File: config.mk
export PLATFORM = sky130hd
export DESIGN_NAME = tlb_va_banks
export DESIGN_NICKNAME = d
export VERILOG_FILES = /design/src/hdl/tlb_pkg.sv /design/src/hdl/tlb_va_banks.sv
export SDC_FILE = /design/constraint.sdc
export NUM_CORES = 2
export LEC_CHECK = 0
export ABC_AREA = 0
export BUFFER_PORTS_ARGS = -buffer_cell sky130_fd_sc_hd__buf_2
export CELL_PAD_IN_SITES_DETAIL_PLACEMENT = 1
export CELL_PAD_IN_SITES_GLOBAL_PLACEMENT = 1
export CORE_MARGIN = 2
export CORE_UTILIZATION = 40
export DETAILED_ROUTE_END_ITERATION = 7
export GPL_TIMING_DRIVEN = 0
export PLACE_DENSITY_LB_ADDON = 0.1
export SETUP_SLACK_MARGIN = 0.4
export SYNTH_ARGS = -nofsm -noshare
export SYNTH_HDL_FRONTEND = slang
export SYNTH_SLANG_ARGS = --single-unit
export TNS_END_PERCENT = 30
File: constraint.sdc
create_clock -name clk_i -period 2.55 [get_ports clk_i]
set_clock_uncertainty 0.05 [all_clocks]
set_input_delay 0.255 -clock clk_i [delete_from_list [all_inputs] [get_ports clk_i]]
set_output_delay 0.255 -clock clk_i [all_outputs]
set_load 0.01 [all_outputs]
File: src/hdl/tlb_pkg.sv
package tlb_pkg;

   //////////////////////
   // Geometry
   //////////////////////
   localparam int VA_WIDTH      = 32;
   localparam int PA_WIDTH      = 40;
   localparam int PAGE_BITS     = 12;              // 4 kB pages
   localparam int N_SETS        = 8;
   localparam int SET_BITS      = 3;
   localparam int N_BANKS       = 4;
   localparam int BANK_BITS     = 2;
   localparam int N_STEPS       = 4;               // Entries per bank and set
   localparam int STEP_BITS     = 2;
   localparam int VA_IDX_BITS   = SET_BITS + STEP_BITS;
   localparam int PA_IDX_BITS   = VA_IDX_BITS + BANK_BITS;
   localparam int VPN_BITS      = VA_WIDTH - PAGE_BITS;
   localparam int PPN_BITS      = PA_WIDTH - PAGE_BITS;
   localparam int CFG_ADDR_BITS = 8;
   localparam int CFG_DATA_BITS = 32;
   localparam int VA_ENTRY_BITS = VPN_BITS + 3;

   // One virtual-tag entry
   typedef struct packed {
      logic                valid;
      logic                rd;                     // Read access allowed
      logic                wr;                     // Write access allowed
      logic [VPN_BITS-1:0] vpn;
   } tlb_va_entry_t;

   // Config data seen by the tag banks or by the physical table
   typedef union packed {
      struct packed {
         logic [CFG_DATA_BITS-VA_ENTRY_BITS-1:0] pad;
         tlb_va_entry_t                          entry;
      } va;
      struct packed {
         logic [CFG_DATA_BITS-PPN_BITS-1:0] pad;
         logic [PPN_BITS-1:0]               ppn;
      } pa;
   } tlb_cfg_word_u;

endpackage

File: src/hdl/tlb_va_banks.sv
`timescale 1ns/1ps

module tlb_va_banks (
   input  logic                                                clk_i,
   input  logic                                                rst_ni,
   input  logic                                                cfg_we_i,
   input  logic [tlb_pkg::CFG_ADDR_BITS-1:0]                   cfg_addr_i,
   input  logic [tlb_pkg::CFG_DATA_BITS-1:0]                   cfg_data_i,
   input  logic                                                rd_en_i,
   input  logic [tlb_pkg::VA_IDX_BITS-1:0]                     rd_idx_i,
   output logic                                                cfg_va_we_o,
   output logic                                                rd_valid_o,
   output logic [tlb_pkg::VA_IDX_BITS-1:0]                     rd_idx_o,
   output tlb_pkg::tlb_va_entry_t [tlb_pkg::N_BANKS-1:0]       bank_q_o
);
   import tlb_pkg::*;

   localparam int DEPTH = 2**VA_IDX_BITS;

   tlb_va_entry_t          mem_q [N_BANKS][DEPTH];
   tlb_cfg_word_u          cfg_word;
   logic [BANK_BITS-1:0]   wr_bank;
   logic [VA_IDX_BITS-1:0] wr_idx;

   assign cfg_word    = cfg_data_i;
   assign cfg_va_we_o = cfg_we_i & ~cfg_addr_i[CFG_ADDR_BITS-1];   // Region 0 is the tag banks
   assign wr_bank     = cfg_addr_i[BANK_BITS-1:0];
   assign wr_idx      = cfg_addr_i[BANK_BITS +: VA_IDX_BITS];

   always_ff @(posedge clk_i) begin
      if (cfg_va_we_o) begin
         mem_q[wr_bank][wr_idx] <= cfg_word.va.entry;
      end
   end

   // All banks read at the same word
   always_ff @(posedge clk_i) begin
      if (rd_en_i) begin
         rd_idx_o <= rd_idx_i;
         for (int b = 0; b < N_BANKS; b++) begin
            bank_q_o[b] <= mem_q[b][rd_idx_i];
         end
      end
   end

   always_ff @(posedge clk_i) begin
      if (!rst_ni) begin
         rd_valid_o <= 1'b0;
      end else begin
         rd_valid_o <= rd_en_i;
      end
   end

endmodule

After elaboration in Yosys (flattened, before gate mapping)
Memories as Yosys holds them, arrays and structs flattened.
Cells that the tools add are included.
W data, S select, Z words.
Storage, ports and cells
  register bits after elaboration: 98
  output and inout bits: 99
  memory bits (writable): 2944
  memories kept: 1
Operators by class
  magnitude comparators: 3
  muxes and demuxes: 16
  reduce and logical (&&, ||, !) cells: 1
  bitwise gates (word level): 4
Memory list
  mem_q: words 4, bits a word 736, rd ports 4, clocked after memory_dff 0, wr ports 1, RTL line tlb_va_banks.sv:20  | tlb_va_entry_t mem_q [N_BANKS][DEPTH];
Operators with widths (number)
  $mux W736: 1
  $bmux W23 S5: 4
  $mux W23: 9
  $demux W23 S5: 1
  $ge A6 B6 Y1 const B: 2
  $not A5 Y6: 2
  $lt A6 B1 Y1 const B: 1
  $and A1 B1 Y1: 1
  $logic_and A1 B1 Y1: 1
  $mux W1: 1
  $not A1 Y1: 1

Logic depth before layout (Yosys ltp)
  depth in word-level cells: 6
  gate-level depth with buffers: 10

Worst setup path after synthesis
No wires, ideal clock.
  path kind: input-to-reg
  start point: input port cfg_we_i
  end point: memory mem_q[3][161] in the netlist's numbering (enable)
  arrival: 2.356 ns
  required time: 2.097 ns
  slack: -0.259 ns
  cell stages on the path: 4
  cells stage by stage: nor2b_1 > nor3b_1 > nand2_1 > nor2_1
On the way
  longest elaborated chain between the ends: 3
Ends and longest elaborated chain
  start, declared: RTL line tlb_va_banks.sv:6  | input logic cfg_we_i,
  $and A1 B1 Y1: RTL line tlb_va_banks.sv:26  | assign cfg_va_we_o = cfg_we_i & ~cfg_addr_i[CFG_ADDR_BITS-1];
  $mux W1: RTL line tlb_va_banks.sv:31  | if (cfg_va_we_o) begin
  $mux W736 (implied by the code): RTL line tlb_va_banks.sv:32  | mem_q[wr_bank][wr_idx] <= cfg_word.va.entry;
  end, declared: RTL line tlb_va_banks.sv:20
No other way between the ends.

Worst setup path in the final report
  start point: input port cfg_addr_i[7] in the netlist's numbering
  end point: memory mem_q[0][727] in the netlist's numbering (enable)
On the way
  longest elaborated chain between the ends: 4
Ends and longest elaborated chain
  start, declared: RTL line tlb_va_banks.sv:7  | input logic [tlb_pkg::CFG_ADDR_BITS-1:0] cfg_addr_i,
  $not A1 Y1: RTL line tlb_va_banks.sv:26
  $and A1 B1 Y1: RTL line tlb_va_banks.sv:26
  $mux W1: RTL line tlb_va_banks.sv:31
  $mux W736 (implied by the code): RTL line tlb_va_banks.sv:32
No other way between the ends.

==> summary.txt <==
worst path required time - 3.02 ns
vias in the first global route - 57.6k
Via Count - 55.8k
Via density - 5.99
setup ws final - 0.226 ns
max-slew violations - 0
layout overhead on the synthesized area - 19.0%
FILL cells - 24.7k
Most used DFF post-synth - edfxtp_1
HP Class - in -> reg
Row Count - 196
GRT overflow - 0
Crit path max-delay family - simple AND/OR/NAND/NOR gates
Final Net Count - 5,308
CP endpoint kind - flop
total CTS buffers - 334
CP Class - in -> reg
PortBufs - 138
post-synthesis cell type count - 31
Ys Warns - 0
# DRC - 0
Largest stage delay, worst path - 1.10 ns
fin crit share - 91.1%
gpl congestion - 0.829
clk root buf - clkbuf_16
die area - 0.292 mm²
LEAKAGE - 42.6 nW
RSZ-0062 raised after global routing - true
status - complete, no violations
ys async rst share - 0%
dpl cells - 8,623
pre-CTS setup slack - -2.59 ns
CTS tree - built
post-DP HPWL - 246,000 µm
I/O pins - 148
Mapped Nets - 4,639
fmax - 430 MHz
slowest stage cell, crit path - nor2_4
clock slew at reported path FFs - 0.06 ns
critical path startpoint category - primary input
commonest non-fill, non-tap cells in the layout - edfxtp_1, mux4_2, clkbuf_16
DR iter-0 viols - 7,220
pwr dens - 795 mW/mm²
TritonCTS Sinks - 3,042
crit path cell chain - buf_2, nor2b_4, nor3b_4, nand2_1, nor2_4
Max IR drop VDD - 0.597 mV
Syn Inst Count - 4,590
Yosys reg bits - 3,042
Maximum Capacitance Violations - 0
Chip Width - 540 µm
dpl cell area - 0.125 mm²
Worst EP arrival - 2.79 ns
antenna viol nets, final - 0
initial antenna violation count - 30
later-pin clock latency in the skew report - 0.95 ns
Wirelength per Cell - 41.7 µm
H-Tree Level Count - 5
EDFF count, synth - 3,041
Slew @ Worst Pin - 1.42 ns
CTS Buffer Depth - 4
Rel. slew slack - 5.17%
Core ar. - 0.286 mm²
Pre-antenna DRT Iters - 7
first-pass GRT wire length - 520,000 µm
Mean Syn Cell Area - 25.1 µm²
gr usage total - 26.6%
min cycle time layout - 2.32 ns
Cell Count, Final, Fillers Out - 9,304
Final Hold Viols - 0
mapped cell area - 0.115 mm²
layout cells sized above 1 - 38.0%
WL final - 388,000 µm
post-synthesis sequential area ratio - 79.4%
Pwr Total - 0.109 W
sum of negative setup slack - 0 ns
largest net degree at the start of global routing - 97
commonest non-fill, non-tap cell in the layout - edfxtp_1
final setup vio count - 0
CP Buf/Inv Count - 1
Worst Path Max Fanout - 23
Die Y - 540 µm
final instance area - 0.137 mm²
initial core utilization - 40.3%
## state kept, by name, summed over array words and instances, names as in the netlist
signal      flops
rd_valid_o      1
mem_q        2944
bank_q_o       92
rd_idx_o        5
## worst paths after layout
path / endpoint / slack [ns] / cells past startpoint / from
worst max-delay path: mem_q[0][727] / 0.23 / 5 / cfg_addr_i[7]
worst min register to register: bank_q_o[43] / 0.93 / 3 / mem_q[1][411]
worst max register to register: bank_q_o[45] / 0.40 / 3 / mem_q[1][137]
worst min-delay path: rd_idx_o[2] / 0.07 / 2 / rd_idx_i[2]
## cell usage after synthesis (8+ instances only)
cell	count	area share, %
edfxtp_1	3041	79
mux4_2	867	17
nor2_1	130	0.42
clkbuf_1	125	0.41
mux2_2	107	1.0
buf_2	69	0.30
nand2_1	58	0.19
mux2i_1	45	0.39
o22ai_1	29	0.16
buf_1	18	0.059
buf_4	18	0.12
a221oi_1	17	0.13
buf_6	12	0.12
o21ai_0	8	0.035
## cell type report
cell class,instances,area [µm²],area share [%]
Multi-Input combinational cell,1306,23800,17.4
Antenna cell,17,42.5,0.0311
Clock buffer,412,8780,6.41
Buffer,242,2020,1.47
Timing Repair Buffer,332,4500,3.29
Tap cell,3762,4710,3.44
Clock inverter,190,1750,1.28
Sequential cell,3042,91300,66.7
Inverter,1,3.75,0.00274
## through the flow
stage                     util, %  hold WS [ns]
after floorplan                 -         0.304
after global placement       42.4         0.399
after detailed placement     43.6         0.399
after CTS                    47.9        0.0116
after global routing         47.9        0.0349
final                        47.9        0.0654
## report_power, final
part	switching, W	leakage [nW]	internal [W]
registers	0.0000741	27.4	0.0553
logic	0.00378	10.1	0.00225
clock network	0.0205	5.12	0.0269
total	0.0243	42.6	0.0845
## logic make-up after synthesis
group / share of synthesized area [%]
AND/OR/NAND/NOR: 0.745
flip-flops: 79.4
multiplexers: 18.4
buffers and inverters: 1.00
AO/OA/AOI/OAI: 0.455
## repair_timing
action | in CTS | in global routing
hold endpoints to repair | 1384 | 0
cloned | 3 | 0
hold buffers | 36 | 0
gates resized for setup | 307 | 30
pin swaps | 3 | 4
endpoints found under the setup margin | 2052 | 618
buffers inserted | 16 | 6
## worst reg2reg max path, delay by kind of cell, from the launching register on
| kind | cells | cell delay [ns] |
|---|---|---|
| flops | 1 | 0.37 |
| mux | 3 | 1.41 |
## per-layer routing
layer / global-route usage [%] / up-vias / routed length, µm
li1: - / 21400 / -
met1: 36.7 / 31600 / 161000
met2: 43.6 / 2257 / 190000
met3: 4.05 / 545 / 23900
met4: 8.19 / 4 / 12800
met5: 0 / - / 27
(Power assumes the default switching activity.)
