**src/hdl/tlb_pkg.sv**
```systemverilog
package tlb_pkg;

   //////////////////////
   // Geometry
   //////////////////////
   localparam int VA_WIDTH      = 32;
   localparam int PA_WIDTH      = 40;
   localparam int PAGE_BITS     = 12;              // 4 kB pages
   localparam int N_SETS        = 8;
   localparam int SET_BITS      = 3;
   localparam int N_BANKS       = 4;
   localparam int BANK_BITS     = 2;
   localparam int N_STEPS       = 4;               // Entries per bank and set
   localparam int STEP_BITS     = 2;
   localparam int VA_IDX_BITS   = SET_BITS + STEP_BITS;
   localparam int PA_IDX_BITS   = VA_IDX_BITS + BANK_BITS;
   localparam int VPN_BITS      = VA_WIDTH - PAGE_BITS;
   localparam int PPN_BITS      = PA_WIDTH - PAGE_BITS;
   localparam int CFG_ADDR_BITS = 8;
   localparam int CFG_DATA_BITS = 32;
   localparam int VA_ENTRY_BITS = VPN_BITS + 3;

   // One virtual-tag entry
   typedef struct packed {
      logic                valid;
      logic                rd;                     // Read access allowed
      logic                wr;                     // Write access allowed
      logic [VPN_BITS-1:0] vpn;
   } tlb_va_entry_t;

   // Config data seen by the tag banks or by the physical table
   typedef union packed {
      struct packed {
         logic [CFG_DATA_BITS-VA_ENTRY_BITS-1:0] pad;
         tlb_va_entry_t                          entry;
      } va;
      struct packed {
         logic [CFG_DATA_BITS-PPN_BITS-1:0] pad;
         logic [PPN_BITS-1:0]               ppn;
      } pa;
   } tlb_cfg_word_u;

endpackage

```
**src/hdl/tlb_match.sv**
```systemverilog
`timescale 1ns/1ps

module tlb_match (
   input  logic                                          clk_i,
   input  logic                                          rst_ni,
   input  logic                                          rd_valid_i,
   input  logic [tlb_pkg::VA_IDX_BITS-1:0]               rd_idx_i,
   input  tlb_pkg::tlb_va_entry_t [tlb_pkg::N_BANKS-1:0] bank_q_i,
   input  logic [tlb_pkg::VPN_BITS-1:0]                  req_vpn_i,
   input  logic                                          req_rw_i,
   output logic                                          v_valid_o,
   output logic                                          v_hit_o,
   output logic                                          v_prot_o,
   output logic                                          v_multi_o,
   output logic                                          v_last_o,
   output logic [tlb_pkg::PA_IDX_BITS-1:0]               v_pa_idx_o
);
   import tlb_pkg::*;

   logic [N_BANKS-1:0]   match;
   logic [BANK_BITS-1:0] hit_bank;
   logic                 any_hit;
   logic                 multi;
   logic                 forbidden;

   always_comb begin
      hit_bank = '0;
      for (int b = N_BANKS-1; b >= 0; b--) begin
         match[b] = bank_q_i[b].valid & (bank_q_i[b].vpn == req_vpn_i);
         if (match[b]) begin
            hit_bank = BANK_BITS'(b);      // Lowest bank wins
         end
      end
   end

   assign any_hit   = |match;
   assign multi     = |(match & (match - 1'b1));     // More than one bit set
   assign forbidden = req_rw_i ? ~bank_q_i[hit_bank].wr : ~bank_q_i[hit_bank].rd;

   always_ff @(posedge clk_i) begin
      if (!rst_ni) begin
         v_valid_o <= 1'b0;
      end else begin
         v_valid_o <= rd_valid_i;
      end
   end

   // Verdict payload qualified by v_valid_o
   always_ff @(posedge clk_i) begin
      if (rd_valid_i) begin
         v_hit_o    <= any_hit;
         v_multi_o  <= multi;
         v_prot_o   <= any_hit & ~multi & forbidden;
         v_last_o   <= (rd_idx_i[STEP_BITS-1:0] == STEP_BITS'(N_STEPS-1));
         v_pa_idx_o <= {rd_idx_i, hit_bank};
      end
   end

endmodule

```
**config.mk**
```make
export PLATFORM = sky130hd
export DESIGN_NAME = tlb_match
export DESIGN_NICKNAME = d
export VERILOG_FILES = /design/src/hdl/tlb_pkg.sv /design/src/hdl/tlb_match.sv
export SDC_FILE = /design/constraint.sdc
export NUM_CORES = 1
export LEC_CHECK = 0
export BUFFER_PORTS_ARGS = -buffer_cell sky130_fd_sc_hd__buf_2
export CAP_MARGIN = 20
export CORE_ASPECT_RATIO = 0.6
export CORE_MARGIN = 1
export CORE_UTILIZATION = 35
export CTS_CLUSTER_DIAMETER = 120
export DETAILED_ROUTE_END_ITERATION = 8
export MAX_ROUTING_LAYER = met4
export PLACE_DENSITY = 0.82
export SYNTH_ARGS = -nofsm -noshare
export SYNTH_HDL_FRONTEND = slang
export SYNTH_SLANG_ARGS = --single-unit
```
**constraint.sdc**
```tcl
create_clock -name clk_i -period 2.7 [get_ports clk_i]
set_input_delay 0.405 -clock clk_i [delete_from_list [all_inputs] [get_ports clk_i]]
set_output_delay 0.405 -clock clk_i [all_outputs]
set_load 0.02 [all_outputs]
```
# Word-level counts from Yosys, hierarchy flattened
# Index checks and enable logic that the tools add are counted.
dict set report word_totals {
  ff_bits 12
  latchBits 0
  mem_bits_rw 0
  rom_bits 0
  in_bits 121
  output_inout_bits 12
  wordCells 32
  mem_count 0
}
dict set report classes {
  n_addsub 1
  n_mul 0
  n_div 0
  order_cmp 1
  n_eq_ne 5
  n_shift 0
  n_mux 7
  bitwise 10
  n_reduce_logical 2
}
# cell count
set op_table {}
lappend op_table {{20-bit equality test} 4}
lappend op_table {{23-bit binary-select mux with 2-bit select} 1}
lappend op_table {{22-bit 2-to-1 mux} 1}
lappend op_table {{2-bit 2-to-1 mux} 4}
lappend op_table {{4-bit OR reduction} 2}
lappend op_table {{1-bit bitwise AND} 6}
lappend op_table {{4-bit bitwise AND} 1}
lappend op_table {{4-bit by 1-bit subtractor with 4-bit output, second input constant} 1}
lappend op_table {{2-bit by 3-bit < comparator with 1-bit output, second input constant} 1}
lappend op_table {{1-bit NOT} 3}
lappend op_table {{2-bit equality test, second input constant} 1}
lappend op_table {{1-bit 2-to-1 mux} 1}

# Logic depth before layout (Yosys ltp)
dict set report depth {
  depth_word 11
  mapped_depth 9
  ltp_nobuf 8
}

# Worst setup path after synthesis
# No wires, ideal clock.
dict set report synth_path {
  path_kind {input to register}
  startpoint {in req_vpn_i[7] (netlist bit)}
  endpoint {reg v_prot_o, data pin}
  setup_time_ns 0.261
  arrival_time_ns 1.964
  required_ns 2.439
  setup_slack_ns 0.475
  cell_stages 9
  path_buffers 1
  cell_sequence {buf_6 > xnor2_1 > nand4_1 > nor4_1 > nand2_1 > xnor2_1 > mux2_2 > a22oi_1 > a21oi_1}
}
dict set report synth_between {
  elab_chain_cells 11
  word_cells_on_any_way 24
  cone_classes {1 x add/sub; 4 x eq/ne; 7 x mux; 10 x bitwise; 2 x reduce/logical}
}
# item line
set synth_lines {}
lappend synth_lines {{from (decl)} tlb_match.sv:9} ;# input logic [tlb_pkg::VPN_BITS-1:0] req_vpn_i,
lappend synth_lines {{20-bit equality test} tlb_match.sv:29} ;# match[b] = bank_q_i[b].valid & (bank_q_i[b].vpn == req_vpn_i);
lappend synth_lines {{1-bit bitwise AND} tlb_match.sv:29}
lappend synth_lines {{2-bit 2-to-1 mux (4 in series)} tlb_match.sv:30} ;# if (match[b]) begin
lappend synth_lines {{23-bit binary-select mux with 2-bit select} tlb_match.sv:38} ;# assign forbidden = req_rw_i ? ~bank_q_i[hit_bank].wr : ~bank_q_i[hit_bank].rd;
lappend synth_lines {{22-bit 2-to-1 mux (not written as such)} tlb_match.sv:38}
lappend synth_lines {{1-bit NOT} tlb_match.sv:38}
lappend synth_lines {{1-bit 2-to-1 mux} tlb_match.sv:38}
lappend synth_lines {{1-bit bitwise AND (*)} tlb_match.sv:53} ;# v_prot_o <= any_hit & ~multi & forbidden;
lappend synth_lines {{to (signal assigned)} tlb_match.sv:53}
lappend synth_lines {{to (decl)} tlb_match.sv:13} ;# output logic v_prot_o,
# Every way passes the cells marked *; elsewhere a longest branch is shown, timed or not. The select of a mux whose other input is x is not followed.
# A chain may end at the register's enable or synchronous reset.

# Worst setup path after layout
dict set report layout_path {
  startpoint {in req_vpn_i[14] (netlist bit)}
  endpoint {reg v_prot_o, data pin}
}
# The elaborated chain is that of the path after synthesis.

==> results.toml <==
[detailed_routing]
antenna_left = 0
detailroute.wirelength.met2_um = 2090
met3_routed_wirelength_um = 322
post-route-drc-count = 0
first_iter_violations = 62
drt_pass1_iterations = 4
finalWirelength_um = 4670
vias = 1602
post_drt_via_cell_ratio = 4.66
met1_length_um = 2240
wire_per_inst_um = 13.6
top_layer_used = "met4"

[worst_setup_path]
critical_path.slowest_cell = "a32o_2"
buffers_and_inverters_on_the_worst_path = 1
timing.critical_path.fanout_max = 4
crit_path_start = "req_vpn_i[14]"
startpoint_type = "primary input"
worst_path_dominant_cell_family = "compound AO/OA/AOI/OAI gates"
arrival_ns = 2.40
crit_chain = "buf_2 -> xnor2_1 -> nand4_1 -> nor4_2 -> nand4_1 -> a32o_2 -> a221oi_2 -> o21bai_1 -> a21oi_1"
critPathMostFrequentCell = "nand4_1"
end_kind = "register"
worst_path_largest_cell_delay_ns = 0.36
crit_required_ns = 2.79
timing_worst_setup_path_type = "in2reg"

[grt]
grt.overflow.total = 0
grt_start_max_net_pins = 13
grtUsageTotal_pct = 19.3
first_global_vias = 1428
wire_length_of_the_first_global_routing_pass_um = 6470
antenna_found_initial = 0

[die]
die-height_um = 53.8
die_area_mm2 = 0.00475
die_x_extent_um = 88.3
initial_core_util_pct = 37.3
design.core.area_mm2 = 0.00419
top_level_ports = 133
fp-row-count = 18

[hold_path]
worst_hold_path_type = "in2reg"
hold_start = "rd_idx_i[4]"
whs_path_depth = 1
whs_endpoint = "v_pa_idx_o[6]$_DFFE_PP_"

[final_layout]
diodes = 0
post_layout_utilization_of_the_core_pct = 54.8
n_fill_cell = 405
nets = 406
layout_common_cells = "132 x buf_2, 61 x xnor2_1, 16 x xor2_1, 14 x nand4_1, 11 x edfxtp_1"
area.growth.synth_to_final_pct = 46.7
post_route_cells_drive_above_1_share_pct = 52.8
layout.cells.most_common = "buf_2"

[synth]
synth_sequential_area_ratio_pct = 22.4
synth_flop_cell = "edfxtp_1"
gate_count_post_synth = 153
yosysWarningCount = 0
synthesis.nets = 274
post_synthesis_cell_type_count = 32
ys_seq_elements = 12
synthesis.area_mm2 = 0.00156
async_set_or_reset_flop_fraction_in_the_synthesized_netlist_pct = 0
synth-edff-count = 11
syn_avg_cell_area_um2 = 10.2

[timing]
max_slew.worst_pin.slew_ns = 0.423
slew_headroom_pct = 71.5
final_max_slew_viol_count = 0
finalSetupTns_ns = 0
finalSetupViolations = 0
final-hold-violation-count = 0
final_period_minus_worst_setup_slack_ns = 2.31
period_share_pct = 85.5
unrepaired_setup_endpoints_after_global_routing = "false"
fmax_ghz = 0.433

[placement]
gp_routability_congestion = 0.843
portBuffers = 132
detailedPlacementHpwl_um = 4250

[pwr]
pwr_density_cell_mw_per_mm2 = 297
vdd_drop_max_v = 0.000163
report.power.total_mw = 0.682
power.leakage_nw = 1.01

[flow_run]
maxCapViolations = 0

[clocking]
cts.root.buffer_cell = "clkbuf_8"
cts-resized-gates = 0
cts_setup_buffers = 0
cts-buffers-inserted = 3
cts_hold_buffers = 0
tritoncts_num_sinks = 12
cts_max_level = 1
cts.reportedPaths.clkPinSlew_ns = 0.06
cts_buffer_depth = 2
tritoncts_clock_tree = "built"

[outcome]
outcome = "completed"
[through the flow]
step	area (um2)	hold WS, ns	setup WS (ns)	instances
global placement	2250	0.584	0.221	340
detailed placement	2250	0.583	0.150	340
finish	2290	0.340	0.390	344
CTS	2290	0.337	0.388	344
floorplan	1560	0.504	0.475	153
global route	2290	0.335	0.169	344
[power by group]
part,total (mW),internal [mW],switching [mW]
clock,0.168,0.100,0.0675
combinational,0.296,0.157,0.139
sequential,0.218,0.215,0.00262
[synthesized netlist by cell type, types with 2 or more instances]
library cell | count | area, um2
and2_1 | 2 | 12.5
nor4_2 | 3 | 37.5
xor2_1 | 16 | 140
nand3_1 | 4 | 20.0
nor4_1 | 5 | 31.3
mux2i_1 | 2 | 20.0
edfxtp_1 | 11 | 330
nand4_1 | 14 | 87.6
nand2_1 | 2 | 7.51
xnor2_1 | 61 | 534
a22oi_1 | 3 | 22.5
buf_6 | 5 | 56.3
a21oi_1 | 3 | 15.0
inv_1 | 2 | 7.51
xnor2_2 | 3 | 48.8
[state kept, by name (all words and copies together), names as in the netlist]
name and cells:
v_prot_o 1, v_valid_o 1, v_hit_o 1, v_pa_idx_o 7, v_multi_o 1, v_last_o 1
[logic make-up after synthesis]
kind of cell | synth area share (%)
compound gates | 6.72
flops | 22.4
fa+ha+maj | 0.640
mux | 2.00
buf+inv | 4.64
simple gates | 15.6
xor+xnor | 48.0
[worst max path at each step]
stage / slack (ns) / cells after the start / end
CTS: 0.39 / 9 / v_prot_o$_DFFE_PP_
global route: 0.17 / 9 / v_prot_o$_DFFE_PP_
global placement: 0.22 / 9 / v_prot_o$_DFFE_PP_
detailed placement: 0.15 / 9 / v_prot_o$_DFFE_PP_
floorplan: 0.47 / 9 / v_prot_o$_DFFE_PP_
finish: 0.39 / 9 / v_prot_o$_DFFE_PP_
[final cells by class]
cell class,count,area (um2),share of cell area [%]
clock buffers,3,41.3,1.80
clock inverters,1,3.75,0.164
inverters,2,7.51,0.327
multi-input cells,132,1140,49.7
flip-flops and latches,12,350,15.3
well taps,60,75.1,3.27
repair buffers,134,676,29.4
[per-layer routing]
layer	track usage (%)	vias up
li1	-	802
met1	25.4	716
met2	32.7	82
met3	3.07	2
met4	1.61	0
met5	-	-
No activity file was read; power rests on OpenSTA's default activity.
