File: src/hdl/tlb_pkg.sv
package tlb_pkg;

   //////////////////////
   // Geometry
   //////////////////////
   localparam int VA_WIDTH      = 32;
   localparam int PA_WIDTH      = 40;
   localparam int PAGE_BITS     = 12;              // 4 kB pages
   localparam int N_SETS        = 8;
   localparam int SET_BITS      = 3;
   localparam int N_BANKS       = 4;
   localparam int BANK_BITS     = 2;
   localparam int N_STEPS       = 4;               // Entries per bank and set
   localparam int STEP_BITS     = 2;
   localparam int VA_IDX_BITS   = SET_BITS + STEP_BITS;
   localparam int PA_IDX_BITS   = VA_IDX_BITS + BANK_BITS;
   localparam int VPN_BITS      = VA_WIDTH - PAGE_BITS;
   localparam int PPN_BITS      = PA_WIDTH - PAGE_BITS;
   localparam int CFG_ADDR_BITS = 8;
   localparam int CFG_DATA_BITS = 32;
   localparam int VA_ENTRY_BITS = VPN_BITS + 3;

   // One virtual-tag entry
   typedef struct packed {
      logic                valid;
      logic                rd;                     // Read access allowed
      logic                wr;                     // Write access allowed
      logic [VPN_BITS-1:0] vpn;
   } tlb_va_entry_t;

   // Config data seen by the tag banks or by the physical table
   typedef union packed {
      struct packed {
         logic [CFG_DATA_BITS-VA_ENTRY_BITS-1:0] pad;
         tlb_va_entry_t                          entry;
      } va;
      struct packed {
         logic [CFG_DATA_BITS-PPN_BITS-1:0] pad;
         logic [PPN_BITS-1:0]               ppn;
      } pa;
   } tlb_cfg_word_u;

endpackage

File: src/hdl/tlb_result.sv
`timescale 1ns/1ps

module tlb_result (
   input  logic                                clk_i,
   input  logic                                rst_ni,
   input  logic                                cfg_we_i,
   input  logic [tlb_pkg::CFG_ADDR_BITS-1:0]   cfg_addr_i,
   input  logic [tlb_pkg::CFG_DATA_BITS-1:0]   cfg_data_i,
   input  logic                                search_done_i,
   input  logic                                v_hit_i,
   input  logic                                v_prot_i,
   input  logic                                v_multi_i,
   input  logic [tlb_pkg::PA_IDX_BITS-1:0]     v_pa_idx_i,
   input  logic [tlb_pkg::PAGE_BITS-1:0]       req_offset_i,
   input  logic                                out_ready_i,
   output logic                                out_valid_o,
   output logic                                hit_o,
   output logic                                miss_o,
   output logic                                prot_o,
   output logic                                multi_o,
   output logic [tlb_pkg::PA_WIDTH-1:0]        pa_o,
   output logic                                result_sent_o
);
   import tlb_pkg::*;

   typedef enum logic [1:0] {R_IDLE, R_WAIT_WR, R_READ, R_SEND} state_t;

   state_t                 state_q, state_d;
   logic [PPN_BITS-1:0]    pa_mem [2**PA_IDX_BITS];
   tlb_cfg_word_u          cfg_word;
   logic                   pa_we;
   logic                   clean_hit;
   logic                   rd_now;
   logic [PA_IDX_BITS-1:0] idx_q;
   logic [PAGE_BITS-1:0]   offset_q;
   logic [PPN_BITS-1:0]    ppn_q;

   assign cfg_word  = cfg_data_i;
   assign pa_we     = cfg_we_i & cfg_addr_i[CFG_ADDR_BITS-1];
   assign clean_hit = v_hit_i & ~v_prot_i & ~v_multi_i;
   // Table read only in a cycle free of config writes
   assign rd_now    = ((state_q == R_READ) | (state_q == R_WAIT_WR)) & ~pa_we;

   assign out_valid_o   = (state_q == R_SEND);
   assign result_sent_o = out_valid_o & out_ready_i;
   assign pa_o          = (hit_o & ~prot_o & ~multi_o) ? {ppn_q, offset_q} : '0;

   always_comb begin
      state_d = state_q;
      unique case (state_q)
         R_IDLE:    if (search_done_i) state_d = clean_hit ? R_READ : R_SEND;
         R_READ:    state_d = pa_we ? R_WAIT_WR : R_SEND;
         R_WAIT_WR: if (!pa_we) state_d = R_SEND;
         R_SEND:    if (out_ready_i) state_d = R_IDLE;
         default:   state_d = R_IDLE;
      endcase
   end

   //////////////////////
   // Flags
   //////////////////////
   always_ff @(posedge clk_i) begin
      if (!rst_ni) begin
         state_q <= R_IDLE;
         hit_o   <= 1'b0;
         miss_o  <= 1'b0;
         prot_o  <= 1'b0;
         multi_o <= 1'b0;
      end else begin
         state_q <= state_d;
         if (state_q == R_IDLE && search_done_i) begin
            hit_o   <= v_hit_i;
            miss_o  <= ~v_hit_i;
            prot_o  <= v_prot_i;
            multi_o <= v_multi_i;
         end else if (result_sent_o) begin
            hit_o   <= 1'b0;
            miss_o  <= 1'b0;
            prot_o  <= 1'b0;
            multi_o <= 1'b0;
         end
      end
   end

   //////////////////////
   // Physical table
   //////////////////////
   always_ff @(posedge clk_i) begin
      if (pa_we) begin
         pa_mem[cfg_addr_i[PA_IDX_BITS-1:0]] <= cfg_word.pa.ppn;
      end
      if (state_q == R_IDLE && search_done_i) begin
         idx_q    <= v_pa_idx_i;
         offset_q <= req_offset_i;
      end
      if (rd_now) begin
         ppn_q <= pa_mem[idx_q];
      end
   end

endmodule

File: config.mk
export PLATFORM = sky130hd
export DESIGN_NAME = tlb_result
export DESIGN_NICKNAME = d
export VERILOG_FILES = /design/src/hdl/tlb_pkg.sv /design/src/hdl/tlb_result.sv
export SDC_FILE = /design/constraint.sdc
export NUM_CORES = 2
export LEC_CHECK = 0
export BUFFER_PORTS_ARGS = -buffer_cell sky130_fd_sc_hd__buf_2
export CORE_MARGIN = 4
export CORE_UTILIZATION = 45
export DETAILED_ROUTE_END_ITERATION = 8
export PLACE_DENSITY = 0.7
export SYNTH_ARGS = -nofsm -noshare
export SYNTH_HDL_FRONTEND = slang
export SYNTH_SLANG_ARGS = --single-unit
File: constraint.sdc
create_clock -name clk_i -period 3.3 [get_ports clk_i]
set_clock_uncertainty 0.2 [all_clocks]
set_input_delay 0.66 -clock clk_i [delete_from_list [all_inputs] [get_ports clk_i]]
set_output_delay 0.66 -clock clk_i [all_outputs]
set_load 0.01 [all_outputs]
* Word-level counts from Yosys, hierarchy flattened
Memory sizes are Yosys's and may differ from the RTL's. A register that Yosys moved wholly into a read port is not among the register bits.
Index checks and enable logic that the tools add are counted.
** Operators by class
- Eq/ne operators :: 6
- Mux-type cells :: 14
- Bitwise operators :: 14
- Reduce and logical (&&, ||, !) cells :: 4
** Operators with widths (number)
- two-way mux 40 bit :: 1
- two-way mux 1 bit :: 8
- two-way mux 2 bit :: 4
- case mux 2 bit (4 select lines) :: 1
- bitwise AND 1 bit :: 7
- != test 2 bit (second input constant) :: 3
- NOT 1 bit :: 6
- equality test 2 bit (second input constant) :: 2
- AND reduction 3 bit :: 1
- equality test 2 x 1 -> 1 bit (second input constant) :: 1
- logical NOT 2 bit :: 1
- nonzero test 2 bit :: 1
- logical AND 1 bit :: 1
- bitwise OR 1 bit :: 1
** Storage, ports and cells
- Register bits after elaboration :: 25
- RAM bits :: 3584
- Input bits :: 67
- Memories kept :: 1
** Memory list
- pa_mem :: depth 128, width 28, rd ports 1, clocked after memory_dff 1, wr ports 1, RTL line tlb_result.sv:29 : logic [PPN_BITS-1:0] pa_mem [2**PA_IDX_BITS];

* Longest topological paths before layout
- Depth after elaboration :: 6
- Mapped depth :: 8
- Depth with buffers taken out :: 6

* Least setup slack after synthesis
Ideal clock, no wire load.
- Path kind :: input port to flip-flop
- From :: input port cfg_addr_i[2] (netlist name)
- To :: memory pa_mem[113][0] (netlist name) (enable)
- Library setup time :: 413 ps
- Arrival :: 2777 ps
- Required time :: 2687 ps
- Slack :: -90 ps
- Stages on the path :: 4
- Buffers on the path :: 1
- Cells stage by stage :: or3b_2 -> nand2b_1 -> clkbuf_1 -> nor2_1
** RTL lines
- start, declared :: RTL line tlb_result.sv:7 : input logic [tlb_pkg::CFG_ADDR_BITS-1:0] cfg_addr_i,
- end, declared :: RTL line tlb_result.sv:29
No word-level cell before the write port.

==> metrics <==
status finished with violations; violated checks setup timing; GRT overflow 0; number of global-route vias before repair 65,200; CP max stage delay 0.67 ns; nets@finish about 6,000; Synth top area share 78.8%; DR WL/cell 33.0 µm; Setup crit end kind register; clk_lat worst skew 0.88 ns; post-DR vias/cell 6.10; top post-synthesis cells by count 3,631 x edfxtp_1, 1,176 x mux4_2, 172 x clkbuf_1, 134 x nor2_1, 68 x buf_2; Synth Area in XOR/XNOR 0%; combinational family with the most area after synthesis multiplexers; Antenna Violating Nets Remaining 0; hold crit path type input pin to register; most frequent CP cell mux4_2; Setup CP Type register to register; Slew Limit Fails 0; critical path's top delay family multiplexers; synth unique cells 29; Seq/Total Area, Yosys a little under 80%; deepest clock path buffer count 4; Top FF cell, synth edfxtp_1; DRC errors left 0; PwrDens 649 nW/µm²; initial drt markers 9,431; die width 562 µm; measured slew at the worst slew-check pin 0.950 ns; pre-CTS setup slack -0.463 ns; slowest cell on the critical path mux4_2; CTS tree yes; Synth Area in Adders 0.0452%; cells along the critical path buf_6 -> buf_12 -> buf_12 -> bufbuf_16 -> mux4_2 -> mux4_2 -> mux4_2 -> mux2_2; Max Cap Violations 0; flops & latches, synth 3,637; drt total wl ~340,000 µm; Fin. Hold Viols 0; top post-synthesis cells by area edfxtp_1 79%, mux4_2 19%, clkbuf_1 0.47%; mux contribution to synthesized area 19.4%; critical path required time 3.71 ns; slew margin rel. 36.5%; crit share post-route 112%; I/O pin cnt 113; Synth Warn # 0; root buffer cell clkbuf_16; CP Buf/Inv Count 4; clock sink count 3,637; area of the core 306,000 µm²; H-tree Lvls 5; Post-DP Area 150,000 µm²; Die H around 560 µm; RSZ-0062 raised after global routing true; global-route wire length before repair 488,000 µm; Critical Path Source Type register; share of layout cells above drive strength 1 38.6%; final instance area ~160,000 µm²; antenna violations before repair 30; Placed Cells 9,730; # setup viols final 28; Leak 50.6 nW; GR Util All Layers 21.6%; time the worst path needs with I/O delays and setup 3.70 ns; Fillers 22,200; Synth-to-Final Area Change 18.0%; Post-Synth Simple-Gate Area 0.763%; Avg Cell Area, Syn about 26 µm²; TritonCTS buffer count 359; Synth Instances 5,366; post-synth design cell area 138,000 µm²; Multi-input gate area 29,000 µm²; ys async rst share 0%; largest net degree at the start of global routing 81; Starting Density about 45%; setup TNS -9.48 ns; Clock Pin Slew Worst Setup and Hold Paths around 0.060 ns; routability congestion estimate 0.875; Max Fclk 0.270 GHz; number of synthesized flops with an enable pin 3,631; worst vdd ir 411 µV; syn_nets 5,438; drt pass-1 iters 5; Setup WS post-layout -0.403 ns; Vias between 60,000 and 70,000; dpl hpwl between 150,000 and 200,000 µm; PortBufs 108; Cell Rows 203; post-synthesis compound-gate area fraction 0.0461%; WP data arrival 4.11 ns; most instantiated library cell after synthesis edfxtp_1; Max FO, Critical Path 12; Finished Layout Cells 10,500; Die ar. 316,000 µm²; Yosys top cell by area edfxtp_1; final core occ 53.4%; FF+latch area between 100,000 and 150,000 µm²
-- power by group --
| part | total (mW) | switching, mW | internal [mW] | leakage (nW) |
|---|---|---|---|---|
| clock network | 39.6 | 16.9 | 22.7 | 5.54 |
| registers | 51.5 | 0.222 | 51.3 | 32.7 |
| logic | 14.9 | 7.70 | 7.16 | 12.3 |
| total | 106 | 24.9 | 81.1 | 50.6 |
-- layer usage --
metal / wire length (µm) / GRT usage [%] / vias to the layer above / share of wire [%]
li1: - / - / 25000 / -
met1: 127000 / 28.8 / 34600 / 37
met5: 55 / 0 / - / 0.016
met4: 14300 / 8.32 / 8 / 4.2
met3: 31900 / 4.64 / 600 / 9.3
met2: 171000 / 35.2 / 3622 / 50
-- cell families after synthesis --
kind of cell	count (synthesis)
flip-flops	3637
multiplexers	1204
buffers and inverters	287
AND/OR/NAND/NOR	225
AO/OA/AOI/OAI	8
adder cells (fa/ha/maj)	5
-- what timing repair did --
item                                   4_1_cts  5_1_grt
hold buffers                                22        0
pin swaps                                    0        0
setup buffers                               19        8
setup endpoints to repair                   44       28
gates cloned                                13       11
endpoints found under the hold margin       23        0
resized for setup                           61       27
-- cells in the final DEF (no fill, tap or decap), types with 42 or more instances in the layout --
master / synthesis / final
nor2_4: 0 / 128
buf_4: 0 / 201
clkbuf_16: 0 / 376
mux4_2: 1176 / 1176
buf_12: 0 / 247
clkinv_1: 0 / 67
buf_2: 68 / 80
clkinv_2: 0 / 79
clkbuf_1: 172 / 57
and2_1: 43 / 42
edfxtp_1: 3631 / 3631
-- state kept, by name (all words and copies together), names as in the netlist, 2 cells and up --
signal and cells:
offset_q 12, ppn_q 28, state_q 2, pa_mem 3584
idx_q 7
-- area by class of cell --
class | count | share of cell area, %
Clock inverter | 213 | 1.17
Tap cell | 4100 | 3.14
Antenna cell | 17 | 0.0261
Sequential cell | 3637 | 66.9
Clock buffer | 423 | 5.74
Inverter | 5 | 0.0115
Timing Repair Buffer | 615 | 5.21
Multi-Input combinational cell | 1442 | 17.8
-- final timing paths --
check	start	slack, ns	end	depth (start not counted)
worst max register to register	idx_q[0]$_DFFE_PN_	-0.40	ppn_q[10]$_DFFE_PP_	8
worst min-delay path	rst_ni	0.07	state_q[1]$_SDFFE_PN0P_	2
worst max-delay path	idx_q[0]$_DFFE_PN_	-0.40	ppn_q[10]$_DFFE_PP_	8
worst min register to register	miss_o$_SDFFE_PN0P_	0.34	miss_o$_SDFFE_PN0P_	2
-- worst register-to-register path, delay by kind of cell (launching register included) --
| family | cells | cell delay [ns] |
|---|---|---|
| flops | 1 | 0.36 |
| mux | 4 | 2.08 |
| buf+inv | 4 | 0.83 |
-- stage by stage --
step / total power [mW] / hold WS, ns
floorplan: 60.4 / 0.290
global placement: 66.3 / 0.316
detailed placement: 66.5 / 0.324
CTS: 106 / 0.0564
global route: 109 / 0.0431
finish: 106 / 0.0664
Note: power is estimated with default switching activity, not from simulation.
